[src/exu_pkg.sv]
// execute unit package
// operation encoding, data and tag widths, command and result words

package exu_pkg;

  // data path width
  parameter int XLEN  = 32;
  // command tag width
  parameter int TAG_W = 4;

  // operation codes, ALU set plus multiply
  typedef enum logic [4:0] {
    EXU_ADD   = 5'd0,
    EXU_SUB   = 5'd1,
    EXU_XOR   = 5'd2,
    EXU_OR    = 5'd3,
    EXU_AND   = 5'd4,
    EXU_SLL   = 5'd5,
    EXU_SRL   = 5'd6,
    EXU_SRA   = 5'd7,
    EXU_LT    = 5'd8,
    EXU_LTU   = 5'd9,
    EXU_GE    = 5'd10,
    EXU_GEU   = 5'd11,
    EXU_EQ    = 5'd12,
    EXU_NE    = 5'd13,
    EXU_SLT   = 5'd14,
    EXU_SLTU  = 5'd15,
    EXU_SLET  = 5'd16,
    EXU_SLETU = 5'd17,
    EXU_MUL   = 5'd18
  } exu_op_e;

  // queue entry and issued command, 73 bits
  typedef struct packed {
    exu_op_e               op;
    logic [XLEN-1:0]       a;
    logic [XLEN-1:0]       b;
    logic [TAG_W-1:0]      tag;
  } exu_cmd_t;

  // registered result, 37 bits
  typedef struct packed {
    logic [XLEN-1:0]       data;
    logic                  cmp;
    logic [TAG_W-1:0]      tag;
  } exu_res_t;

  // true for ops that produce a comparison bit
  function automatic logic is_cmp_op(exu_op_e op);
    return op inside {EXU_LT, EXU_LTU, EXU_GE, EXU_GEU, EXU_EQ, EXU_NE,
                      EXU_SLT, EXU_SLTU, EXU_SLET, EXU_SLETU};
  endfunction

  // multi-cycle ops
  function automatic logic is_mul_op(exu_op_e op);
    return op == EXU_MUL;
  endfunction

endpackage

[src/exu_md_if.sv]
// multiplier to ALU adder link
// multiplier borrows the ALU adder, operands in and 34-bit sum out

`timescale 1ns/10ps

interface exu_md_if import exu_pkg::*; ();

  // adder override, operands carry a low padding bit
  logic            md_en;
  logic [XLEN:0]   md_operand_a;
  logic [XLEN:0]   md_operand_b;
  // raw adder sum incl. carry out
  logic [XLEN+1:0] adder_result_ext;

  modport mult (output md_en, md_operand_a, md_operand_b, input adder_result_ext);

  modport alu (input md_en, md_operand_a, md_operand_b, output adder_result_ext);

endinterface

[src/exu_alu.sv]
// integer ALU
// adder, shifter, comparator and result mux; the adder is shared
// with the multiplier through the md link

`timescale 1ns/10ps

module exu_alu import exu_pkg::*; (
  input  exu_op_e         operator_i,
  input  logic [XLEN-1:0] operand_a_i,
  input  logic [XLEN-1:0] operand_b_i,
  exu_md_if.alu           md,
  output logic [XLEN-1:0] result_o,
  output logic            comparison_result_o
);

  localparam int SHAMT_W = $clog2(XLEN);

  logic [XLEN-1:0] operand_a_rev;

  // a reversed, left shift reuses the right shifter
  for (genvar k = 0; k < XLEN; k++) begin : gen_rev_a
    assign operand_a_rev[k] = operand_a_i[XLEN-1-k];
  end

  ////////////////////
  // adder
  ////////////////////

  logic            adder_negate_b;
  logic [XLEN:0]   operand_b_neg;
  logic [XLEN:0]   adder_in_a;
  logic [XLEN:0]   adder_in_b;
  logic [XLEN-1:0] adder_result;

  // subtract and all compares use a - b
  always_comb begin
    adder_negate_b = 1'b0;
    if (operator_i == EXU_SUB || is_cmp_op(operator_i)) begin
      adder_negate_b = 1'b1;
    end
  end

  // low bit 1 on a plus inverted b gives the +1 of two's complement
  assign operand_b_neg = {operand_b_i, 1'b0} ^ {(XLEN+1){adder_negate_b}};

  // multiplier takes over the adder while md_en
  assign adder_in_a = md.md_en ? md.md_operand_a : {operand_a_i, 1'b1};
  assign adder_in_b = md.md_en ? md.md_operand_b : operand_b_neg;

  assign md.adder_result_ext = {1'b0, adder_in_a} + {1'b0, adder_in_b};
  // drop the padding bit
  assign adder_result        = md.adder_result_ext[XLEN:1];

  ////////////////////
  // shifter
  ////////////////////

  logic                shift_left;
  logic                shift_arith;
  logic [SHAMT_W-1:0]  shift_amt;
  logic [XLEN-1:0]     shift_op_a;
  logic signed [XLEN:0] shift_right_ext;
  logic [XLEN-1:0]     shift_right_result;
  logic [XLEN-1:0]     shift_left_result;
  logic [XLEN-1:0]     shift_result;

  assign shift_amt   = operand_b_i[SHAMT_W-1:0];
  assign shift_left  = (operator_i == EXU_SLL);
  assign shift_arith = (operator_i == EXU_SRA);
  assign shift_op_a  = shift_left ? operand_a_rev : operand_a_i;

  // extra top bit: sign for sra, zero otherwise
  assign shift_right_ext    = $signed({shift_arith & shift_op_a[XLEN-1], shift_op_a}) >>>
                              shift_amt;
  assign shift_right_result = shift_right_ext[XLEN-1:0];

  // reverse back for left shifts
  for (genvar j = 0; j < XLEN; j++) begin : gen_rev_shift
    assign shift_left_result[j] = shift_right_result[XLEN-1-j];
  end

  assign shift_result = shift_left ? shift_left_result : shift_right_result;

  ////////////////////
  // comparator
  ////////////////////

  logic cmp_signed;
  logic is_equal;
  logic is_greater_equal;
  logic cmp_result;

  assign cmp_signed = operator_i inside {EXU_GE, EXU_LT, EXU_SLT, EXU_SLET};
  assign is_equal   = (adder_result == '0);

  // same msb: sign of the difference decides
  // differing msb: a's msb, flipped for signed forms
  always_comb begin
    if (operand_a_i[XLEN-1] == operand_b_i[XLEN-1]) begin
      is_greater_equal = ~adder_result[XLEN-1];
    end else begin
      is_greater_equal = operand_a_i[XLEN-1] ^ cmp_signed;
    end
  end

  always_comb begin
    cmp_result = is_equal;
    unique case (operator_i)
      EXU_EQ:                       cmp_result = is_equal;
      EXU_NE:                       cmp_result = ~is_equal;
      EXU_GE, EXU_GEU:              cmp_result = is_greater_equal;
      EXU_LT, EXU_LTU,
      EXU_SLT, EXU_SLTU:            cmp_result = ~is_greater_equal;
      EXU_SLET, EXU_SLETU:          cmp_result = ~is_greater_equal | is_equal;
      default: ;
    endcase
  end

  assign comparison_result_o = cmp_result;

  ////////////////////
  // result mux
  ////////////////////

  always_comb begin
    result_o = '0;
    unique case (operator_i)
      EXU_AND:                      result_o = operand_a_i & operand_b_i;
      EXU_OR:                       result_o = operand_a_i | operand_b_i;
      EXU_XOR:                      result_o = operand_a_i ^ operand_b_i;
      EXU_ADD, EXU_SUB:             result_o = adder_result;
      EXU_SLL, EXU_SRL, EXU_SRA:    result_o = shift_result;
      EXU_LT, EXU_LTU, EXU_GE, EXU_GEU, EXU_EQ, EXU_NE,
      EXU_SLT, EXU_SLTU, EXU_SLET, EXU_SLETU: begin
        // compare bit zero-extended
        result_o = {{(XLEN-1){1'b0}}, cmp_result};
      end
      // mul result comes from the multiplier
      default: ;
    endcase
  end

endmodule

[src/exu_cmd_queue.sv]
// command queue
// circular FIFO of commands, one input credit returned per pop

`timescale 1ns/10ps

module exu_cmd_queue import exu_pkg::*; #(
  parameter int CMD_DEPTH = 4
) (
  input  logic     clk_i,
  input  logic     rst_n_i,
  input  logic     push_i,
  input  exu_cmd_t push_cmd_i,
  input  logic     pop_i,
  output logic     valid_o,
  output exu_cmd_t cmd_o,
  output logic     credit_o
);

  localparam int PTR_W = $clog2(CMD_DEPTH);

  exu_cmd_t         mem_q [CMD_DEPTH];
  logic [PTR_W-1:0] wr_ptr_q;
  logic [PTR_W-1:0] rd_ptr_q;
  logic [PTR_W:0]   count_q;
  logic             pop;
  logic             credit_q;

  // sender credits keep the queue from overflowing
  assign valid_o = (count_q != '0);
  assign pop     = pop_i & valid_o;
  assign cmd_o   = mem_q[rd_ptr_q];

  always_ff @(posedge clk_i or negedge rst_n_i) begin
    if (!rst_n_i) begin
      wr_ptr_q <= '0;
      rd_ptr_q <= '0;
      count_q  <= '0;
      credit_q <= 1'b0;
    end else begin
      // pointers wrap, depth is a power of two
      if (push_i) wr_ptr_q <= wr_ptr_q + 1'b1;
      if (pop) rd_ptr_q <= rd_ptr_q + 1'b1;
      count_q  <= count_q + (PTR_W+1)'(push_i) - (PTR_W+1)'(pop);
      // one credit back per freed entry
      credit_q <= pop;
    end
  end

  // storage
  always_ff @(posedge clk_i) begin
    if (push_i) mem_q[wr_ptr_q] <= push_cmd_i;
  end

  assign credit_o = credit_q;

endmodule

[src/exu_ctrl.sv]
// issue control
// pops one command at a time, sequences multiplies, tracks output
// credits and registers the result

`timescale 1ns/10ps

module exu_ctrl import exu_pkg::*; #(
  parameter int RES_CREDITS = 2
) (
  input  logic            clk_i,
  input  logic            rst_n_i,
  // queue side
  input  logic            q_valid_i,
  input  exu_cmd_t        q_cmd_i,
  output logic            q_pop_o,
  // alu side
  output exu_op_e         alu_op_o,
  output logic [XLEN-1:0] alu_a_o,
  output logic [XLEN-1:0] alu_b_o,
  input  logic [XLEN-1:0] alu_result_i,
  input  logic            alu_cmp_i,
  // multiplier side
  output logic            mul_start_o,
  input  logic            mul_done_i,
  input  logic [XLEN-1:0] mul_result_i,
  // result port
  input  logic            res_credit_i,
  output logic            res_valid_o,
  output exu_res_t        res_o
);

  localparam int CNT_W = $clog2(RES_CREDITS + 1);

  logic             mul_busy_q;
  logic [CNT_W-1:0] credit_q;
  logic             issue_mul;
  logic             res_valid_q;
  // payload
  exu_res_t         res_q;
  logic [TAG_W-1:0] mul_tag_q;

  ////////////////////
  // issue
  ////////////////////

  // credit is taken at pop so a result never waits
  assign q_pop_o     = ~mul_busy_q & q_valid_i & (credit_q != '0);
  assign issue_mul   = q_pop_o & is_mul_op(q_cmd_i.op);
  assign mul_start_o = issue_mul;

  // queue head is the issued command in the pop cycle
  assign alu_op_o = q_cmd_i.op;
  assign alu_a_o  = q_cmd_i.a;
  assign alu_b_o  = q_cmd_i.b;

  always_ff @(posedge clk_i or negedge rst_n_i) begin
    if (!rst_n_i) begin
      mul_busy_q  <= 1'b0;
      credit_q    <= CNT_W'(RES_CREDITS);
      res_valid_q <= 1'b0;
    end else begin
      // idle <-> multiply busy
      if (issue_mul) begin
        mul_busy_q <= 1'b1;
      end else if (mul_done_i) begin
        mul_busy_q <= 1'b0;
      end
      // returned credit vs credit taken
      unique case ({res_credit_i, q_pop_o})
        2'b10:   credit_q <= credit_q + 1'b1;
        2'b01:   credit_q <= credit_q - 1'b1;
        default: ;
      endcase
      res_valid_q <= (q_pop_o & ~issue_mul) | mul_done_i;
    end
  end

  ////////////////////
  // result register
  ////////////////////

  always_ff @(posedge clk_i) begin
    if (issue_mul) begin
      mul_tag_q <= q_cmd_i.tag;
    end
    if (q_pop_o && !issue_mul) begin
      res_q.data <= alu_result_i;
      // cmp bit only meaningful for compares
      res_q.cmp  <= is_cmp_op(q_cmd_i.op) & alu_cmp_i;
      res_q.tag  <= q_cmd_i.tag;
    end else if (mul_done_i) begin
      res_q.data <= mul_result_i;
      res_q.cmp  <= 1'b0;
      res_q.tag  <= mul_tag_q;
    end
  end

  assign res_valid_o = res_valid_q;
  assign res_o       = res_q;

endmodule

[src/exu_multiplier.sv]
// iterative shift-and-add multiplier
// low XLEN bits of the product in XLEN steps, adds go through the ALU adder

`timescale 1ns/10ps

module exu_multiplier import exu_pkg::*; (
  input  logic            clk_i,
  input  logic            rst_n_i,
  input  logic            start_i,
  input  logic [XLEN-1:0] multiplicand_i,
  input  logic [XLEN-1:0] multiplier_i,
  exu_md_if.mult          md,
  output logic            done_o,
  output logic [XLEN-1:0] product_o
);

  localparam int CNT_W = $clog2(XLEN);

  logic             busy_q;
  logic             done_q;
  logic [CNT_W-1:0] step_q;
  // datapath registers
  logic [XLEN-1:0]  acc_q;
  logic [XLEN-1:0]  mcand_q;
  logic [XLEN-1:0]  mplier_q;
  logic             last_step;

  assign last_step = (step_q == CNT_W'(XLEN - 1));

  // borrow the adder only when the current multiplier bit is set
  assign md.md_en        = busy_q & mplier_q[0];
  // zero pad bit, sum sits in [XLEN:1]
  assign md.md_operand_a = {acc_q, 1'b0};
  assign md.md_operand_b = {mcand_q, 1'b0};

  // step control
  always_ff @(posedge clk_i or negedge rst_n_i) begin
    if (!rst_n_i) begin
      busy_q <= 1'b0;
      done_q <= 1'b0;
      step_q <= '0;
    end else begin
      done_q <= 1'b0;
      if (start_i) begin
        busy_q <= 1'b1;
        step_q <= '0;
      end else if (busy_q) begin
        step_q <= step_q + 1'b1;
        if (last_step) begin
          busy_q <= 1'b0;
          done_q <= 1'b1;
        end
      end
    end
  end

  // accumulate and shift
  always_ff @(posedge clk_i) begin
    if (start_i) begin
      acc_q    <= '0;
      mcand_q  <= multiplicand_i;
      mplier_q <= multiplier_i;
    end else if (busy_q) begin
      if (mplier_q[0]) begin
        acc_q <= md.adder_result_ext[XLEN:1];
      end
      // high bits fall off, only the low product is kept
      mcand_q  <= mcand_q << 1;
      mplier_q <= mplier_q >> 1;
    end
  end

  assign done_o    = done_q;
  assign product_o = acc_q;

endmodule

[src/exu_top.sv]
// integer execute unit top
// credit-based command input, command queue, issue control, ALU and
// shared-adder multiplier, credit-based result output

`timescale 1ns/10ps

module exu_top import exu_pkg::*; #(
  parameter int CMD_DEPTH   = 4,
  parameter int RES_CREDITS = 2
) (
  input  logic             clk_i,
  input  logic             rst_n_i,
  // command port
  input  logic             cmd_valid_i,
  input  exu_op_e          cmd_op_i,
  input  logic [XLEN-1:0]  cmd_a_i,
  input  logic [XLEN-1:0]  cmd_b_i,
  input  logic [TAG_W-1:0] cmd_tag_i,
  output logic             cmd_credit_o,
  // result port
  output logic             res_valid_o,
  output logic [XLEN-1:0]  res_data_o,
  output logic             res_cmp_o,
  output logic [TAG_W-1:0] res_tag_o,
  input  logic             res_credit_i
);

  exu_cmd_t        push_cmd;
  logic            q_valid;
  exu_cmd_t        q_cmd;
  logic            q_pop;
  exu_op_e         alu_op;
  logic [XLEN-1:0] alu_a;
  logic [XLEN-1:0] alu_b;
  logic [XLEN-1:0] alu_result;
  logic            alu_cmp;
  logic            mul_start;
  logic            mul_done;
  logic [XLEN-1:0] mul_result;
  exu_res_t        res;

  // shared adder link
  exu_md_if md ();

  assign push_cmd = '{op: cmd_op_i, a: cmd_a_i, b: cmd_b_i, tag: cmd_tag_i};

  exu_cmd_queue #(
    .CMD_DEPTH (CMD_DEPTH)
  ) u_queue (
    .clk_i      (clk_i),
    .rst_n_i    (rst_n_i),
    .push_i     (cmd_valid_i),
    .push_cmd_i (push_cmd),
    .pop_i      (q_pop),
    .valid_o    (q_valid),
    .cmd_o      (q_cmd),
    .credit_o   (cmd_credit_o)
  );

  exu_ctrl #(
    .RES_CREDITS (RES_CREDITS)
  ) u_ctrl (
    .clk_i        (clk_i),
    .rst_n_i      (rst_n_i),
    .q_valid_i    (q_valid),
    .q_cmd_i      (q_cmd),
    .q_pop_o      (q_pop),
    .alu_op_o     (alu_op),
    .alu_a_o      (alu_a),
    .alu_b_o      (alu_b),
    .alu_result_i (alu_result),
    .alu_cmp_i    (alu_cmp),
    .mul_start_o  (mul_start),
    .mul_done_i   (mul_done),
    .mul_result_i (mul_result),
    .res_credit_i (res_credit_i),
    .res_valid_o  (res_valid_o),
    .res_o        (res)
  );

  exu_alu u_alu (
    .operator_i          (alu_op),
    .operand_a_i         (alu_a),
    .operand_b_i         (alu_b),
    .md                  (md.alu),
    .result_o            (alu_result),
    .comparison_result_o (alu_cmp)
  );

  // operands come from the issued command in the start cycle
  exu_multiplier u_mult (
    .clk_i          (clk_i),
    .rst_n_i        (rst_n_i),
    .start_i        (mul_start),
    .multiplicand_i (alu_a),
    .multiplier_i   (alu_b),
    .md             (md.mult),
    .done_o         (mul_done),
    .product_o      (mul_result)
  );

  assign res_data_o = res.data;
  assign res_cmp_o  = res.cmp;
  assign res_tag_o  = res.tag;

endmodule

[config.mk]
export PLATFORM = sky130hd
export DESIGN_NAME = exu_top
export DESIGN_NICKNAME = d
export VERILOG_FILES = /design/src/exu_pkg.sv /design/src/exu_md_if.sv /design/src/exu_alu.sv /design/src/exu_cmd_queue.sv /design/src/exu_ctrl.sv /design/src/exu_multiplier.sv /design/src/exu_top.sv
export SDC_FILE = /design/constraint.sdc
export NUM_CORES = 1
export LEC_CHECK = 0
export ABC_AREA = 1
export BUFFER_PORTS_ARGS = -buffer_cell sky130_fd_sc_hd__buf_2
export CELL_PAD_IN_SITES_DETAIL_PLACEMENT = 1
export CELL_PAD_IN_SITES_GLOBAL_PLACEMENT = 2
export CORE_MARGIN = 2
export CORE_UTILIZATION = 35
export DETAILED_ROUTE_END_ITERATION = 12
export GPL_TIMING_DRIVEN = 0
export MAX_ROUTING_LAYER = met4
export PLACE_DENSITY_LB_ADDON = 0.1
export SYNTH_ARGS = -nofsm -noshare
export SYNTH_HDL_FRONTEND = slang
export SYNTH_SLANG_ARGS = --single-unit
[constraint.sdc]
create_clock -name clk_i -period 4.7 [get_ports clk_i]
set_input_delay 0.94 -clock clk_i [delete_from_list [all_inputs] [get_ports clk_i]]
set_output_delay 0.94 -clock clk_i [all_outputs]
set_load 0.01 [all_outputs]
# Yosys cells after proc, flatten, opt, wreduce, memory -nomap -nowiden

Memories as Yosys holds them, arrays and structs flattened.
Cells that the tools add are included.

Output and inout bits: 39
Memories: 1
Input bits: 77
Bits in writable memories: 292
Word-level logic and storage cells: 116
Flip-flop bits (word level): 156

Equality and inequality tests: 22
Shift operators: 1
Muxes and demuxes: 27
Bitwise gates (word level): 20
Add/sub/neg operators: 8
Reductions and logical operators: 20

Memory list:

| name          | depth | width | rd ports | clocked after memory_dff | wr ports | line                | source |
|---|---|---|---|---|---|---|---|
| u_queue.mem_q | 4     | 73    | 1        | 0                        | 1        | exu_cmd_queue.sv:21 | `exu_cmd_t mem_q [CMD_DEPTH];` |

Operators with widths:

| operator                                                        | count |
|---|---|
| 32-bit two-way mux                                              | 6 |
| 32-bit one-hot mux with 6 select lines                          | 1 |
| 37-bit two-way mux                                              | 2 |
| 33-bit two-way mux                                              | 2 |
| 5-bit by 4-bit == test with 1-bit output, second input constant | 8 |
| 33-bit adder                                                    | 1 |
| 33-bit by 5-bit >>> shifter with 32-bit output                  | 1 |
| 33-bit bitwise XOR                                              | 1 |
| 32-bit AND                                                      | 1 |
| 32-bit logical NOT                                              | 1 |
| 32-bit OR                                                       | 1 |
| 32-bit bitwise XOR                                              | 1 |
| 5-bit by 3-bit == test with 1-bit output, second input constant | 4 |
| 5-bit == test, second input constant                            | 4 |
| 1-bit two-way mux                                               | 12 |
| 5-bit by 2-bit == test with 1-bit output, second input constant | 2 |
| 5-bit two-way mux                                               | 2 |
| 10-bit nonzero test                                             | 1 |
| 2-bit nonzero test                                              | 5 |
| 10-bit OR reduction                                             | 1 |
| 1-bit AND                                                       | 8 |
| 2-bit by 1-bit adder with 2-bit output, second input constant   | 3 |
| 2-bit OR reduction                                              | 3 |
| 5-bit by 1-bit adder with 5-bit output, second input constant   | 1 |
| other kinds (21)                                                | 26 |

# Logic depth before layout (Yosys ltp)

Gate-level depths: netlist of the first run.
An unclocked memory read counts as a cell.

Depth in word-level cells: 15
Gate-level depth with buffers: 43
Depth with buffers taken out: 41

# By module

A second synthesis of the first run with hierarchy kept.

Cell total of the unflattened synthesis: 3,424
Area, all modules: 27,266.2 µm²

Modules (own cells, without submodules):

| module         | instances | sequential area each (µm²) | cells each | area each (µm²) |
|---|---|---|---|---|
| exu_cmd_queue  | 1         | 8,968.6                    | 978        | 11,873.9 |
| exu_alu        | 1         | 0.0                        | 1,697      | 8,368.0 |
| exu_multiplier | 1         | 2,737.6                    | 481        | 4,449.3 |
| exu_ctrl       | 1         | 1,332.5                    | 268        | 2,575.0 |

# Worst setup path before layout of the first run

Ideal clock, no wire load.

Path kind: reg-to-reg
Start point: register u_queue.rd_ptr_q[0]
End point: register u_ctrl.res_q (netlist bit u_ctrl.res_o[5]) (data pin)
Setup time: 0.252 ns
Period minus slack after synthesis: 4.440 ns
Arrival: 4.187 ns
Buffers on the path: 6
Path slack: 0.260 ns
Cell stages (with the launch flop): 39
Data required time: 4.448 ns
Cells stage by stage: dfrtp_1 > inv_2 > buf_6 > buf_6 > buf_4 > buf_6 > buf_4 > nand2_1 > a32oi_2 > clkinv_1 > buf_2 > nand2_1 > nand3_1 > o21ai_0 > inv_1 > ha_1 > nand2_1 > nor2_1 > [3 not listed] > nand2_1 > nand2_1 > nand2_1 > nand3_1 > nor2_1 > nand3_1 > nor2_1 > nand3_1 > nor2_1 > nand2_1 > nor2_1 > nand3_1 > nand2_1 > nand2_1 > nand2_1 > nand2_1 > nand2_1 > nand2_1

Word-level cells in the longest chain between the ends: 15
Elaborated cells between the ends (all ways): 55
Those cells by class: add/sub: 1; eq/ne: 19; shift: 1; mux: 9; bitwise: 11; reduce/logical: 13; memory: 1

Ends and longest elaborated chain:

| item                                                                  | line                | source |
|---|---|---|
| start: declaration                                                    | exu_cmd_queue.sv:23 | `logic [PTR_W-1:0] rd_ptr_q;` |
| start signal: assignment                                              | exu_cmd_queue.sv:42 | `if (pop) rd_ptr_q <= rd_ptr_q + 1'b1;` |
| memory 4 x 73 bit (*)                                                 | -                   |  |
| parallel branches: the longest is 13 deep, another holds 33-bit adder | -                   |  |
| 37-bit two-way mux (*)                                                | exu_ctrl.sv:86      | `if (q_pop_o && !issue_mul) begin` |
| end: declaration                                                      | exu_ctrl.sv:39      | `exu_res_t res_q;` |

Every way passes the cells marked *.
A chain may end at the register's enable or synchronous reset.

# Worst setup path in the final report of the first run

Ends and elaborated chain as after synthesis.

==> metrics.csv, run 1 <==
metric,value,unit
final setup violation count,4,
clock slew at the register clock pins of the worst setup and hold paths,60,ps
worst rel slew slack,1.36,%
row cnt,98,
smallest setup slack after layout,-350,ps
count of filler cells inserted in the layout,8211,
proportion of synthesized flip-flops having asynchronous set or reset,4.24,%
post-layout instance count excluding filler cells,4320,
RSZ-0062 raised after global routing,true,
sequential-to-total area share from yosys stat,51.2,%
worst slew pin tran,1470,ps
Syn Area/Cell,8.53,um2
CP Class,register to register,
number of placed I/O pins,116,
CTS sink cnt,448,
Crit path arrival time,5410,ps
final wirelength,112000,um
GR met1 Demand/Resource,38.5,%
Max Buffers Root-to-Sink,3,
type of the most critical hold path,input pin to asynchronous set/reset pin,
maximum fanout count along the critical path,6,
Overflow after GRT,0,
area growth from synthesis to layout,31.3,%
Chip Width,274,um
via density per instance,5.36,
"commonest cells after routing, fill and taps aside","sky130_fd_sc_hd__nand2_1, sky130_fd_sc_hd__edfxtp_1, sky130_fd_sc_hd__nand3_1",
Inserted Clock Buffers,53,
total area of multi-input combinational cells,13000,um2
layer carrying the most global-route usage,met2,
largest incremental delay on the critical path,450,ps
H-tree Lvls,2,
final cell area excluding filler cells,33400,um2
total vias in the final route,23142,
share of post-route cells with drive strength above 1,25.7,%
synth warn,0,
number of library cell types mapped by synthesis,57,
final slew viol count,0,
Placeable Area,71700,um2
Final Hold Viols,0,
cell with the most instances on the worst path,sky130_fd_sc_hd__nand2_1,
synthesized area,25500,um2
net count after synthesis,3171,
register-to-register setup slack,-350,ps
register cell area after layout,13000,um2
startpoint of the worst-slack reg-to-reg timing path,u_queue.rd_ptr_q[0]$_DFFE_PN0P_,
routed wire length per instance,26.0,um
die span in y,274,um
final period demand of the worst path,5050,ps
Antenna Nets Post-Route,0,
Area after DPL,27400,um2
setup skew after layout,25.3,ps
Post-Place Setup Slack,-2650,ps
met2 track demand over resource in global routing,51.5,%
master of the slowest instance on the critical path,sky130_fd_sc_hd__dfrtp_2,
Initial Util,35.5,%
clock tree from TritonCTS,yes,
worst path required time,5060,ps
maximum number of pins on one net before global-route repair,65,
CP Launch Type,register,
hpwl dp,85000,um
floorplan die area,75000,um2
nets@finish,3506,
Critical Path Start,u_queue.rd_ptr_q[0]$_DFFE_PN0P_,
remaining design rule violation count,0,
clock latency on the worst-skew pair,620,ps
flip-flop and latch count after synthesis,448,
"leading cell type in the layout, fill and taps excluded",sky130_fd_sc_hd__nand2_1,
maximum operating frequency,198,MHz
Max-cap violations,1,
number of enable-type register cells in the synthesized netlist,397,
endpoint kind of the worst setup timing path,register,
fraction of the cycle the final worst path needs,107,%
count of port buffers added during placement,115,
most frequently used flop master after synthesis,sky130_fd_sc_hd__edfxtp_1,
initial antenna violation count,7,
cell count after synthesis,2988,
cell count after placement,4058,
result of the run,finished with violations,
gpl congestion,0.923,
number of DRC markers after the initial detailed-route iteration,1575,
First-pass DRT Iterations,7,
number of global-route vias before repair,24160,
total global-route track usage,30.7,%
root cell of the clock tree,sky130_fd_sc_hd__clkbuf_16,
met3 Use GR,3.02,%
global-route wire length before repair,163000,um
failing checks,"capacitance limit, setup timing",
==> per-stage QoR <==
stage          TNS, ps  hold slack (ps)  utilization [%]
2_1_floorplan        0              417                -
3_3_place_gp   -108890              433             38.0
3_5_place_dp    -58740              447             38.2
4_1_cts           -652              312             45.7
5_1_grt          -1790              332             46.6
6_report          -844              332             46.6
==> cell type report <==
type / instances / area share, %
repair buffers: 288 / 6.80
plain buffers: 149 / 3.48
multi-input cells: 2118 / 38.8
clock buffers: 65 / 4.10
flip-flops and latches: 448 / 39.0
diodes: 6 / 0.0449
inverters: 265 / 3.11
clock inverters: 31 / 1.13
well taps: 950 / 3.55
==> per-layer routing <==
layer | wire length, um | part of all wire, %
met4 | 4740 | 4.2
met2 | 55200 | 49
met5 | 0 | 0
met3 | 4390 | 3.9
met1 | 48000 | 43
==> synthesized netlist by cell type, drive strengths merged, types with 10 or more instances <==
cell type / n / share of area, %
nand3: 256 / 5.2
nand3b: 12 / 0.35
dfxtp: 32 / 2.5
a32oi: 32 / 1.2
edfxtp: 397 / 47
nor2: 112 / 1.7
ha: 104 / 5.1
clkbuf: 81 / 1.2
xor2: 20 / 0.69
inv: 263 / 3.9
a21oi: 85 / 1.7
o211ai: 37 / 1.1
nor3: 10 / 0.20
nand2: 1074 / 16
dfrtp: 18 / 1.8
buf: 76 / 1.7
o2111ai: 15 / 0.52
o21bai: 20 / 0.59
o21ai: 275 / 5.5
==> flip-flops by register name (all words and copies together) (netlist names), 2 cells and up <==
register	count
u_queue.mem_q	292
u_ctrl.res_o	37
u_ctrl.credit_q	2
u_queue.rd_ptr_q	2
u_mult.mcand_q	32
u_ctrl.mul_tag_q	4
u_queue.wr_ptr_q	2
u_mult.product_o	32
u_mult.step_q	5
u_mult.mplier_q	32
u_queue.count_q	3
==> cells by family (layout without fill, tap and decap cells) <==
kind of cell / after synthesis / after routing / synth area share, %
adder cells (fa/ha/maj): 106 / 106 / 5.26
buffers and inverters: 422 / 798 / 6.79
flip-flops: 448 / 448 / 51.2
AO/OA/AOI/OAI: 506 / 506 / 12.0
XOR/XNOR: 24 / 24 / 0.825
AND/OR/NAND/NOR: 1481 / 1481 / 23.9
other: 0 / 6 / 0
multiplexers: 1 / 1 / 0.0393
==> timing repair <==
action / 4_1_cts / 5_1_grt
buffers inserted: 127 / 30
cloned: 11 / 0
pin swaps: 130 / 82
hold buffers: 0 / 0
setup endpoints to repair: 62 / 17
gates resized for setup: 566 / 133
==> critical path, delay by kind of cell (launching register included) <==
kind,cells,cell delay (ps)
and+or+nand+nor,23,2250
DFF,1,450
AOI/OAI and AO/OA,2,450
buffers and inverters,12,1400
adders and majority gates,1,200
==> final timing paths <==
| path | endpoint | depth (start not counted) |
|---|---|---|
| max | u_ctrl.res_o[5]$_DFFE_PP_ | 38 |
| min | u_queue.wr_ptr_q[0]$_DFFE_PN0P_ | 1 |
| max reg2reg | u_ctrl.res_o[5]$_DFFE_PP_ | 38 |
| min reg2reg | u_ctrl.mul_busy_q$_DFFE_PN0P_ | 1 |
| max in group asynchronous | u_queue.rd_ptr_q[0]$_DFFE_PN0P_ | 1 |
| min in group clk_i | u_ctrl.mul_busy_q$_DFFE_PN0P_ | 1 |
Power of run 1 is left out: the tool's default activity adds up to more than one toggle a clock period on the data nets, which glitch-free logic cannot reach.
==> run 2: changes to the inputs <==
--- a/config.mk
+++ b/config.mk
@@ -11,6 +11,7 @@
 export CELL_PAD_IN_SITES_GLOBAL_PLACEMENT = 2
 export CORE_MARGIN = 2
 export CORE_UTILIZATION = 35
+export CTS_BUF_LIST = sky130_fd_sc_hd__clkbuf_16
 export DETAILED_ROUTE_END_ITERATION = 12
 export GPL_TIMING_DRIVEN = 0
 export MAX_ROUTING_LAYER = met4
@@ -18,3 +19,4 @@
 export SYNTH_ARGS = -nofsm -noshare
 export SYNTH_HDL_FRONTEND = slang
 export SYNTH_SLANG_ARGS = --single-unit
+export TNS_END_PERCENT = 50
==> run 2 against run 1 <==
  * The flow finishes with violations (setup timing)
  * Final area about the same
  * Critical path depth unchanged
  * Fmax down 0.20%
  * Global-route usage about the same
  * First-iteration DRC count down 0.51%
  * Critical endpoint unchanged
  * Worst setup slack worse by 10 ps
  * Sequential cell count unchanged
  * Die area unchanged
  * Hold slack worse by 2.9 ps
  * Core utilization about the same
  * Count of clock-buffer cells in the layout down 12
==> metrics.csv, run 2 (same netlist as run 1, synthesis figures left out) <==
metric,value,unit
First-pass DRT Iterations,7,
Placeable Area,71700,um2
Reg2Reg Depth,38,
Area after DPL,27400,um2
Overflow after GRT,0,
type of the most critical hold path,input pin to asynchronous set/reset pin,
number of DRC markers after the initial detailed-route iteration,1567,
fraction of the cycle the final worst path needs,108,%
Met3 Routed Length,4260,um
Chip Width,274,um
row cnt,98,
Crit path arrival time,5420,ps
Antenna Nets Post-Route,0,
register cell area after layout,13000,um2
remaining design rule violation count,0,
final setup violation count,4,
via density per instance,5.35,
number of placed I/O pins,116,
endpoint kind of the worst setup timing path,register,
worst slew pin tran,1470,ps
worst path required time,5060,ps
initial antenna violation count,7,
"leading cell type in the layout, fill and taps excluded",sky130_fd_sc_hd__nand2_1,
setup skew after layout,25.1,ps
Inserted Clock Buffers,53,
floorplan die area,75000,um2
failing checks,setup timing,
largest incremental delay on the critical path,450,ps
routed length on met1,48200,um
uppermost routed layer,met4,
CP Launch Type,register,
final slew viol count,0,
gpl congestion,0.923,
area growth from synthesis to layout,31.2,%
CP Class,register to register,
"commonest cells after routing, fill and taps aside","sky130_fd_sc_hd__nand2_1, sky130_fd_sc_hd__edfxtp_1, sky130_fd_sc_hd__nand3_1",
worst rel slew slack,1.90,%
result of the run,finished with violations,
global-route wire length before repair,163000,um
count of filler cells inserted in the layout,8211,
Critical Path Start,u_queue.rd_ptr_q[0]$_DFFE_PN0P_,
clock tree from TritonCTS,yes,
Worst R2R End,u_ctrl.res_o[5]$_DFFE_PP_,
capturing instance or port of the critical path,u_ctrl.res_o[5]$_DFFE_PP_,
Max Buffers Root-to-Sink,3,
H-tree Lvls,2,
register-to-register setup slack,-360,ps
final wirelength,112000,um
die span in y,274,um
maximum number of pins on one net before global-route repair,65,
total global-route track usage,30.7,%
Initial Util,35.5,%
cell with the most instances on the worst path,sky130_fd_sc_hd__nand2_1,
smallest setup slack after layout,-360,ps
RSZ-0062 raised after global routing,true,
CTS sink cnt,448,
clock slew at the register clock pins of the worst setup and hold paths,60,ps
register with the highest flop count,u_queue.mem_q,
maximum fanout count along the critical path,6,
Final Hold Viols,0,
master of the slowest instance on the critical path,sky130_fd_sc_hd__dfrtp_2,
root cell of the clock tree,sky130_fd_sc_hd__clkbuf_16,
routed wire length per instance,26.0,um
total area of multi-input combinational cells,13000,um2
maximum operating frequency,198,MHz
count of port buffers added during placement,115,
Routed met2 length,55000,um
final cell area excluding filler cells,33400,um2
final period demand of the worst path,5060,ps
final core utilization,46.6,%
hpwl dp,85000,um
total vias in the final route,23090,
startpoint of the worst-slack reg-to-reg timing path,u_queue.rd_ptr_q[0]$_DFFE_PN0P_,
number of global-route vias before repair,24163,
clock latency on the worst-skew pair,620,ps
Post-Place Setup Slack,-2650,ps
nets@finish,3505,
Max-cap violations,0,
share of post-route cells with drive strength above 1,25.7,%
max FFs per register,292,
[run 2: changes by cell type in the layout (fill, tap and decap cells not counted)]
cell,before,now
sky130_fd_sc_hd__inv_1,197,209
sky130_fd_sc_hd__clkbuf_1,63,51
sky130_fd_sc_hd__buf_4,144,143
[run 2: metrics by stage]
| stage | TNS [ps] | hold slack (ps) | std cells |
|---|---|---|---|
| 2_1_floorplan | 0 | 417 | 2988 |
| 3_3_place_gp | -108890 | 433 | 4053 |
| 3_5_place_dp | -58740 | 447 | 4058 |
| 4_1_cts | -652 | 312 | 4285 |
| 5_1_grt | -1800 | 332 | 4319 |
| 6_report | -847 | 330 | 4319 |
[run 2: worst max-delay path: cells and delay by family, from the launching register on]
kind                       cells  cell delay [ps]
buffers and inverters         12             1410
and+or+nand+nor               23             2240
AOI/OAI and AO/OA              2              450
adders and majority gates      1              200
DFF                            1              450
[run 2: layout make-up]
type,instances,share of cell area (%)
Timing Repair Buffer,287,6.78
Multi-Input combinational cell,2118,38.8
Tap cell,950,3.55
Sequential cell,448,39.0
Clock inverter,43,1.26
Clock buffer,53,3.97
Antenna cell,6,0.0449
Inverter,265,3.11
Buffer,149,3.48
[run 2: worst min path at each step]
stage,start,end,slack (ps)
global placement,u_mult.done_o$_DFF_PN0_,u_ctrl.mul_busy_q$_DFFE_PN0P_,430
finish,rst_n_i,u_queue.wr_ptr_q[0]$_DFFE_PN0P_,330
floorplan,u_mult.done_o$_DFF_PN0_,u_ctrl.mul_busy_q$_DFFE_PN0P_,420
detailed placement,u_mult.done_o$_DFF_PN0_,u_ctrl.mul_busy_q$_DFFE_PN0P_,450
global route,rst_n_i,u_queue.wr_ptr_q[0]$_DFFE_PN0P_,330
CTS,rst_n_i,u_queue.wr_ptr_q[0]$_DFFE_PN0P_,310
[run 2: what timing repair did]
action                                  4_1_cts  5_1_grt
cloned                                       11        0
buffers inserted                            127       29
hold buffers                                  0        0
pin swaps                                   130       82
endpoints found under the setup margin       62       17
gates resized for setup                     566      133
[run 2: layer usage]
layer	global-route usage, %	vias up
li1	-	10773
met1	38.5	11619
met2	51.5	538
met3	3.02	160
met4	11.2	0
met5	-	-
Power of run 2 is left out for the same reason.
